==> src/verilog/iw_pkg.sv <==
package iw_pkg;

    // datapath widths
    localparam int WORD_W  = 32;
    localparam int VREG_W  = 6;
    localparam int PREG_W  = 7;
    localparam int CTX_W   = 4;
    localparam int FUNCT_W = 10;

    // execution class of a decoded instruction
    typedef enum logic [1:0] {
        OP_ALU     = 2'd0,
        OP_ALU_IMM = 2'd1,
        OP_MEM     = 2'd2,
        OP_JUMP    = 2'd3
    } opcode_t;

    // instruction as delivered by the decoder
    typedef struct packed {
        opcode_t             opcode;
        // func3/func7 bits, carried through to execute untouched
        logic [FUNCT_W-1:0]  funct;
        logic [WORD_W-1:0]   imm;
        logic                rs1_need;
        logic [VREG_W-1:0]   rs1_tag;
        logic                rs2_need;
        logic [VREG_W-1:0]   rs2_tag;
        logic                rd_need;
        logic [VREG_W-1:0]   rd_tag;
        logic [CTX_W-1:0]    ctx;
    } dec_entry_t;

    // one window slot, decoder fields plus resolution state
    typedef struct packed {
        logic                valid;
        opcode_t             opcode;
        logic [FUNCT_W-1:0]  funct;
        logic [WORD_W-1:0]   imm;
        logic                rs1_need;
        logic [VREG_W-1:0]   rs1_tag;
        logic                rs2_need;
        logic [VREG_W-1:0]   rs2_tag;
        logic                rd_need;
        logic [VREG_W-1:0]   rd_tag;
        logic [CTX_W-1:0]    ctx;
        logic                rs1_rdy;
        logic                rs2_rdy;
        logic                rd_rdy;
        logic [WORD_W-1:0]   d_rs1;
        logic [WORD_W-1:0]   d_rs2;
        logic [PREG_W-1:0]   pa_rd;
    } iw_entry_t;

    // lookup request for one head slot
    typedef struct packed {
        logic                valid;
        logic                rs1_need;
        logic [VREG_W-1:0]   rs1_tag;
        logic                rs2_need;
        logic [VREG_W-1:0]   rs2_tag;
        logic                rd_need;
        logic [VREG_W-1:0]   rd_tag;
        logic [CTX_W-1:0]    ctx;
    } reg_req_t;

    // register manager answer, same cycle as the request
    typedef struct packed {
        logic                rs1_ready;
        logic [WORD_W-1:0]   rs1_value;
        logic                rs2_ready;
        logic [WORD_W-1:0]   rs2_value;
        logic                rd_ready;
        logic [PREG_W-1:0]   pa_rd;
    } reg_resp_t;

    // operation handed to execute
    typedef struct packed {
        opcode_t             opcode;
        logic [FUNCT_W-1:0]  funct;
        logic [WORD_W-1:0]   d_rs1;
        logic [WORD_W-1:0]   d_rs2;
        logic [PREG_W-1:0]   pa_rd;
        logic [CTX_W-1:0]    ctx;
    } issue_op_t;

endpackage

==> src/verilog/issue_select.sv <==
`timescale 1ns/1ps

module issue_select
    import iw_pkg::*;
#(
    parameter int WINDOW_SIZE = 8,
    parameter int ISSUE_SLOTS = 2
) (
    input  iw_entry_t [WINDOW_SIZE-1:0] slots,
    output logic                        issue_valid,
    output issue_op_t                   issue_op,
    output logic [WINDOW_SIZE-1:0]      issue_onehot
);

    logic [ISSUE_SLOTS-1:0] ready;
    // taken[i] means some slot below i already won
    logic [ISSUE_SLOTS:0]   taken;
    iw_entry_t              pick;

    assign taken[0] = 1'b0;

    // priority chain, lowest index is oldest
    for (genvar i = 0; i < ISSUE_SLOTS; i++) begin : g_chain
        assign ready[i] = slots[i].valid & slots[i].rs1_rdy
                        & slots[i].rs2_rdy & slots[i].rd_rdy;
        assign issue_onehot[i] = ready[i] & ~taken[i];
        assign taken[i+1]      = taken[i] | ready[i];
    end

    // slots beyond the issue range never go out directly
    if (WINDOW_SIZE > ISSUE_SLOTS) begin : g_rest
        assign issue_onehot[WINDOW_SIZE-1:ISSUE_SLOTS] = '0;
    end

    assign issue_valid = taken[ISSUE_SLOTS];

    always_comb begin
        pick = '0;
        for (int i = 0; i < ISSUE_SLOTS; i++) begin
            if (issue_onehot[i]) begin
                pick = slots[i];
            end
        end
    end

    always_comb begin
        issue_op.opcode = pick.opcode;
        issue_op.funct  = pick.funct;
        issue_op.d_rs1  = pick.d_rs1;
        issue_op.d_rs2  = pick.d_rs2;
        issue_op.pa_rd  = pick.pa_rd;
        issue_op.ctx    = pick.ctx;
    end

endmodule

==> config.mk <==
export PLATFORM = sky130hd
export DESIGN_NAME = issue_select
export DESIGN_NICKNAME = d
export VERILOG_FILES = /design/src/verilog/iw_pkg.sv /design/src/verilog/issue_select.sv
export SDC_FILE = /design/constraint.sdc
export NUM_CORES = 1
export LEC_CHECK = 0
export BUFFER_PORTS_ARGS = -buffer_cell sky130_fd_sc_hd__buf_2
export CAP_MARGIN = 30
export CORE_AREA = 2 2 487 489
export DETAILED_ROUTE_END_ITERATION = 16
export DIE_AREA = 0 0 489 491
export SYNTH_ARGS = -nofsm -noshare
export SYNTH_HDL_FRONTEND = slang
export SYNTH_SLANG_ARGS = --single-unit
==> constraint.sdc <==
create_clock -name vclk -period 1.4
set_input_delay 0.14 -clock vclk [all_inputs]
set_output_delay 0.14 -clock vclk [all_outputs]
set_load 0.005 [all_outputs]
==> qor.csv, run 1 <==
stage,metric,value,unit
power_and_ir_drop,Int Power,316,µW
global_route,pin count of the biggest net entering global routing,32,
synthesis,post-synth top area cell,a22o_1,
sta,endpoints failing setup,21,
power_and_ir_drop,Pleak,1.61,nW
sta,Final WS setup,-0.0530,ns
power_and_ir_drop,Max VDD drop,0.0000431,V
floorplan,Ports,1248,
floorplan,die width,489,µm
global_route,antenna violations before repair,37,
power_and_ir_drop,clock power share,0,%
sta,Final min period,1.45,ns
placed_design,# port buffers,272,
final_layout,layout cell share with drive strength beyond 1,75.3,%
placed_design,DP Worst Slack,-0.163,ns
global_route,first-pass GRT wire length,28600,µm
synthesis,complex-gate fraction of the synthesized area,79.3,%
drt,DR DRC count,0,
setup_path,Most common cell on crit path,buf_6,
placed_design,Area after DPL,6250,µm²
power_and_ir_drop,Seq pwr share,0,%
setup_path,CP bufs+invs,4,
power_and_ir_drop,Comb pwr share,100.0,%
sta,final hold violations,0,
synthesis,Mapped Cells,117,
setup_path,"slowest stage delay, CP",0.24,ns
synthesis,synth unique cells,10,
placed_design,gp weighted congestion,0.758,
drt,drt pass-1 iters,4,
synthesis,Simple-Gate Fraction of Synth Area,3.65,%
power_and_ir_drop,Psw,219,µW
power_and_ir_drop,PwrDens,84.1,nW/µm²
drt,routed vias/inst,0.660,
synthesis,Synth Cell Area,961,µm²
sta,Final Slew Violations,0,
run_status,failing checks,negative setup slack,
synthesis,Syn Area/Cell,8.21,µm²
floorplan,Die Area,240000,µm²
drt,DRT antenna net count,0,
final_layout,Final Cell Area,6360,µm²
worst_hold_path,Worst Hold Class,primary input to output port,
final_layout,register area,0,µm²
setup_path,CP endpoint kind,output port,
synthesis,Syn. warnings,0,
setup_path,worst-path maximum fanout,27,
clocking,cts-stage hold buffer count,0,
sta,RSZ-0062 raised after global routing,yes,
synthesis,multiplexer area fraction after synthesis,0,%
drt,DRT iter0 DRCs,195,
global_route,total grt overflow,0,
floorplan,Starting Density,0.410,%
sta,Final Cycle Share,104,%
final_layout,Filler cells,28000,
placed_design,DP Wirelength,24200,µm
setup_path,cells along the critical path,buf_6 > and4_4 > nor2_4 > buf_6 > buf_12 > a22o_1 > buf_2,
floorplan,core box area,235000,µm²
synthesis,XOR/XNOR share of the synthesized area,0,%
synthesis,top-area cell type share of the netlist area,79.3,%
global_route,GRT Overall Usage,1.96,%
setup_path,CP max stage cell,and4_4,
setup_path,crit path kind,primary input to output port,
setup_path,Worst EP arrival,1.31,ns
run_status,status,"finished, violations left",
final_layout,Area Growth Syn to Fin,562,%
setup_path,startpoint types,primary input,
synthesis,largest family of logic cells by synthesized area,compound AO/OA/AOI/OAI gates,
run,Max Cap Viol,0,
floorplan,FP Rows,178,
synthesis,"count leader, synth",a22o_1,
synthesis,Post-Synth Adder-Cell Area,0,%
sta,highest clock rate,688,MHz
global_route,vias in the first global route,1960,
drt,Routed WL per cell,7.10,µm
synthesis,Synth area leaders,"a22o_1, buf_4, buf_6",
drt,"wirelength, routed",25200,µm
synthesis,sequential cell area fraction in the yosys report,0,%
final_layout,# clk buffers,0,
drt,vias,2346,
power_and_ir_drop,sw frac,41.0,%
setup_path,Crit path max-delay family,buffers and inverters,
final_layout,sequential cell count,0,
floorplan,DIE HEIGHT,491,µm
synthesis,top post-synthesis cells by count,"a22o_1, buf_2, buf_4",
final_layout,Final #Nets,1534,
setup_path,worst path required time,1.26,ns
-- cells by family (layout without fill, tap and decap cells) --
group	after synthesis	after routing
AO/OA/AOI/OAI	87	87
buffers and inverters	25	283
AND/OR/NAND/NOR	4	4
other	1	29
-- stage by stage --
step	hold WS, ns	power (mW)	TNS (ns)	std cells	util [%]
4_1_cts	0.559	0.532	-4.75	3530	2.68
3_3_place_gp	0.555	0.520	-7.21	3530	2.67
6_report	0.558	0.535	-0.271	3553	2.71
3_5_place_dp	0.559	0.523	-7.56	3530	2.67
5_1_grt	0.573	0.578	-3.23	3542	2.70
2_1_floorplan	0.396	0.152	0	122	-
-- cell type report --
class / count / area [µm²] / area share (%)
multi-input cells: 97 / 828 / 13.0
diodes: 23 / 57.6 / 0.905
well taps: 3150 / 3940 / 62.0
repair buffers: 283 / 1530 / 24.1
-- power groups by stage --
| stage | Clock, mW | Combinational, mW | Sequential [mW] |
|---|---|---|---|
| 6_report | 0.00000245 | 0.535 | 0 |
| 5_1_grt | 0.00000120 | 0.578 | 0 |
| 4_1_cts | 0 | 0.532 | 0 |
| 3_5_place_dp | 0 | 0.523 | 0 |
| 3_3_place_gp | 0 | 0.520 | 0 |
| 2_1_floorplan | 0 | 0.152 | 0 |
-- worst min-delay path: cells and delay by family --
family	cells	cell delay, ns
buf+inv	2	0.17
compound gates	1	0.10
-- final timing paths --
kind | cells after the start | slack, ns | to | start
max | 7 | -0.05 | issue_op[37] | slots[73]
min | 3 | 0.56 | issue_op[28] | slots[168]
-- metal layers --
metal | part of all wire, % | routed length (µm) | global-route usage [%]
met2 | 77 | 19500 | 5.51
met4 | 3.5 | 891 | 0.296
met5 | 0.16 | 40 | 0
met3 | 2.5 | 630 | 0.116
met1 | 17 | 4180 | 1.00
-- timing repair --
action                                  CTS  global route
endpoints found under the setup margin   87            84
setup buffers                             0             0
pin swaps                                 2             2
gates resized for setup                   5             3
endpoints found under the hold margin     0             0
-- placed cells by master (no fill, tap or decap) --
cell      Yosys  routed
conb_1        1       6
diode_2       0      23
and4_4        1       1
nor2_4        1       1
buf_12        0       4
a22o_4        0       1
a22o_1       87      86
buf_4         7       4
buf_6         4       7
buf_2         8     268
nand4_1       1       1
nand2b_1      1       1
Note: power is estimated with default switching activity, not from simulation.
==> run 2: changes to the inputs <==
- ABC_AREA: not set -> 1
- CORE_AREA: 2 2 487 489 -> 2 2 488 490
- DIE_AREA: 0 0 489 491 -> 0 0 490 492
==> run 2 against run 1 <==
Net effect:
- largest cell class unchanged
- critical path type unchanged
- die area increased by 0.41%
- largest power group unchanged
- via count increased by 37%
- final cell count increased by 6.9%
- cell area increased by 13%
- setup slack improved by 0.095 ns
- the flow now finishes without violations
- first-iteration DRC count increased by 75%
- sequential cell count unchanged
- synthesized cell count increased to 2.6 times the previous value
- critical path depth increased by 2
==> qor.csv, run 2 <==
stage,metric,value,unit,change
synthesis,Mapped Cells,306,,+160%
final_layout,# clk buffers,0,,unchanged
sta,Hold WS,0.542,ns,-0.0156 ns
setup_path,startpoint types,primary input,,
drt,DR DRC count,0,,unchanged
floorplan,Die Area,241000,µm²,+0.41%
final_layout,sequential cell count,0,,unchanged
sta,RSZ-0062 raised after global routing,yes,,
placed_design,gp weighted congestion,0.741,,-2.3%
drt,Routed WL per cell,6.00,µm,-15%
setup_path,CP max stage cell,clkbuf_16,,
floorplan,Starting Density,0.581,%,+0.17 points
global_route,met2 Usage GRT,3.81,%,-1.7 points
final_layout,register area,0,µm²,unchanged
global_route,vias in the first global route,2475,,+26%
synthesis,Syn Area/Cell,4.49,µm²,-45%
final_layout,Area Growth Syn to Fin,423,%,
sta,Final Slew Violations,0,,unchanged
setup_path,worst path required time,1.26,ns,about the same
synthesis,synth unique cells,11,,+1
synthesis,post-synth top area cell,nand2_1,,
placed_design,# port buffers,272,,unchanged
sta,final hold violations,0,,unchanged
global_route,pin count of the biggest net entering global routing,43,,+34%
drt,vias,3203,,+37%
sta,Final min period,1.36,ns,-0.0953 ns
synthesis,"count leader, synth",nand2_1,,
floorplan,core box area,236000,µm²,+0.75%
power_and_ir_drop,Max VDD drop,0.0000405,V,-6.0%
final_layout,most frequent cells in the layout,"buf_2, nand2_1, nand3_1, buf_4, buf_12",,
floorplan,Ports,1248,,unchanged
synthesis,Syn. warnings,0,,unchanged
worst_hold_path,Worst Hold Class,primary input to output port,,
power_and_ir_drop,Pleak,2.26,nW,+40%
global_route,antenna violations before repair,23,,-38%
setup_path,Worst EP arrival,1.22,ns,-0.09 ns
run_status,status,finished clean,,
power_and_ir_drop,PwrDens,86.5,nW/µm²,+2.9%
drt,DRT iter0 DRCs,342,,+75%
global_route,grt met1 use,0.999,%,-0.0031 points
final_layout,layout cell share with drive strength beyond 1,53.9,%,-21 points
sta,highest clock rate,737,MHz,+7.0%
synthesis,sequential cell area fraction in the yosys report,0,%,unchanged
synthesis,top post-synthesis cells by count,"nand2_1, nand3_1, buf_2",,
global_route,first-pass GRT wire length,24800,µm,-13%
final_layout,"leading cell type in the layout, fill and taps excluded",buf_2,,
final_layout,Multi-input gate area,1190,µm²,+44%
setup_path,Most common cell on crit path,buf_2,,
setup_path,cells along the critical path,buf_2 > nand2_2 > inv_1 > nand2_4 > buf_12 > clkbuf_16 > nand3_1 > nand2_1 > buf_2,,
floorplan,die width,490,µm,+0.20%
drt,DRT antenna net count,0,,unchanged
final_layout,Filler cells,28300,,+0.81%
setup_path,worst-path maximum fanout,6,,-78%
drt,"wirelength, routed",22800,µm,-9.6%
synthesis,Synth area leaders,"nand2_1, nand3_1, buf_2",,
drt,routed vias/inst,0.843,,+28%
synthesis,Synth Cell Area,1370,µm²,+43%
floorplan,DIE HEIGHT,492,µm,+0.20%
global_route,gr busiest metal,met2,,
final_layout,Final #Nets,1740,,+13%
setup_path,CP bufs+invs,5,,+1
run,Max Cap Viol,0,,unchanged
sta,Final Cycle Share,97.0,%,-6.8 points
power_and_ir_drop,total power,621,µW,+16%
sta,endpoints failing setup,0,,-100%
global_route,total grt overflow,0,,unchanged
setup_path,crit path kind,primary input to output port,,
drt,drt pass-1 iters,5,,+1
clocking,cts-stage hold buffer count,0,,unchanged
floorplan,FP Rows,179,,+0.56%
global_route,met3 Use GR,0.0291,%,-0.087 points
synthesis,top-area cell type share of the netlist area,48.4,%,-31 points
placed_design,DP Wirelength,19500,µm,-19%
global_route,GRT Overall Usage,1.57,%,-0.39 points
setup_path,"slowest stage delay, CP",0.19,ns,-0.05 ns
setup_path,Crit path max-delay family,buffers and inverters,,
setup_path,CP endpoint kind,output port,,
-- run 2: area by class of cell --
| class | count | area share [%] |
|---|---|---|
| diodes | 46 | 1.60 |
| inverters | 2 | 0.105 |
| multi-input cells | 276 | 16.6 |
| well taps | 3167 | 55.2 |
| repair buffers | 308 | 26.5 |
-- run 2: worst paths after layout --
kind                  start      endpoint  slack (ns)  cells after the start
setup / recovery  slots[71]  issue_op[39]        0.04                      9
hold / removal    slots[31]  issue_op[35]        0.54                      4
-- run 2: power breakdown --
group          internal (mW)  switching (mW)
registers                  0               0
logic                  0.346           0.276
clock network     0.00000472               0
total                  0.346           0.276
-- run 2: what timing repair did --
item / in CTS / in global routing
setup endpoints to repair: 0 / 22
buffers inserted: 0 / 5
endpoints found under the hold margin: 0 / 0
resized for setup: 0 / 14
-- run 2: kinds of logic after synthesis --
family	count (synthesis)	share of synthesized area [%]
buf+inv	35	16.4
compound gates	1	0.364
simple gates	269	83.0
other cells	1	0.273
-- run 2: stage by stage --
step           util, %  worst slack [ns]  instances  setup TNS (ns)  cell area, µm²
3_3_place_gp      2.89            0.0100       3743               0            6820
2_1_floorplan        -             0.454        311               0            1390
6_report          3.04            0.0423       3799               0            7180
4_1_cts           2.89            0.0135       3743               0            6820
3_5_place_dp      2.89            0.0128       3743               0            6820
5_1_grt           3.04          -0.00849       3799        -0.00849            7180
-- run 2: tightest hold or removal path: stages --
cell     delay, ns
buf_2         0.07
nand2_1       0.04
nand2_1       0.05
buf_2         0.10
-- run 2: layer usage --
metal  routed length, µm  part of all wire [%]
met5                   0                     0
met4                1610                   7.1
met3                 518                   2.3
met2               16100                    70
met1                4610                    20
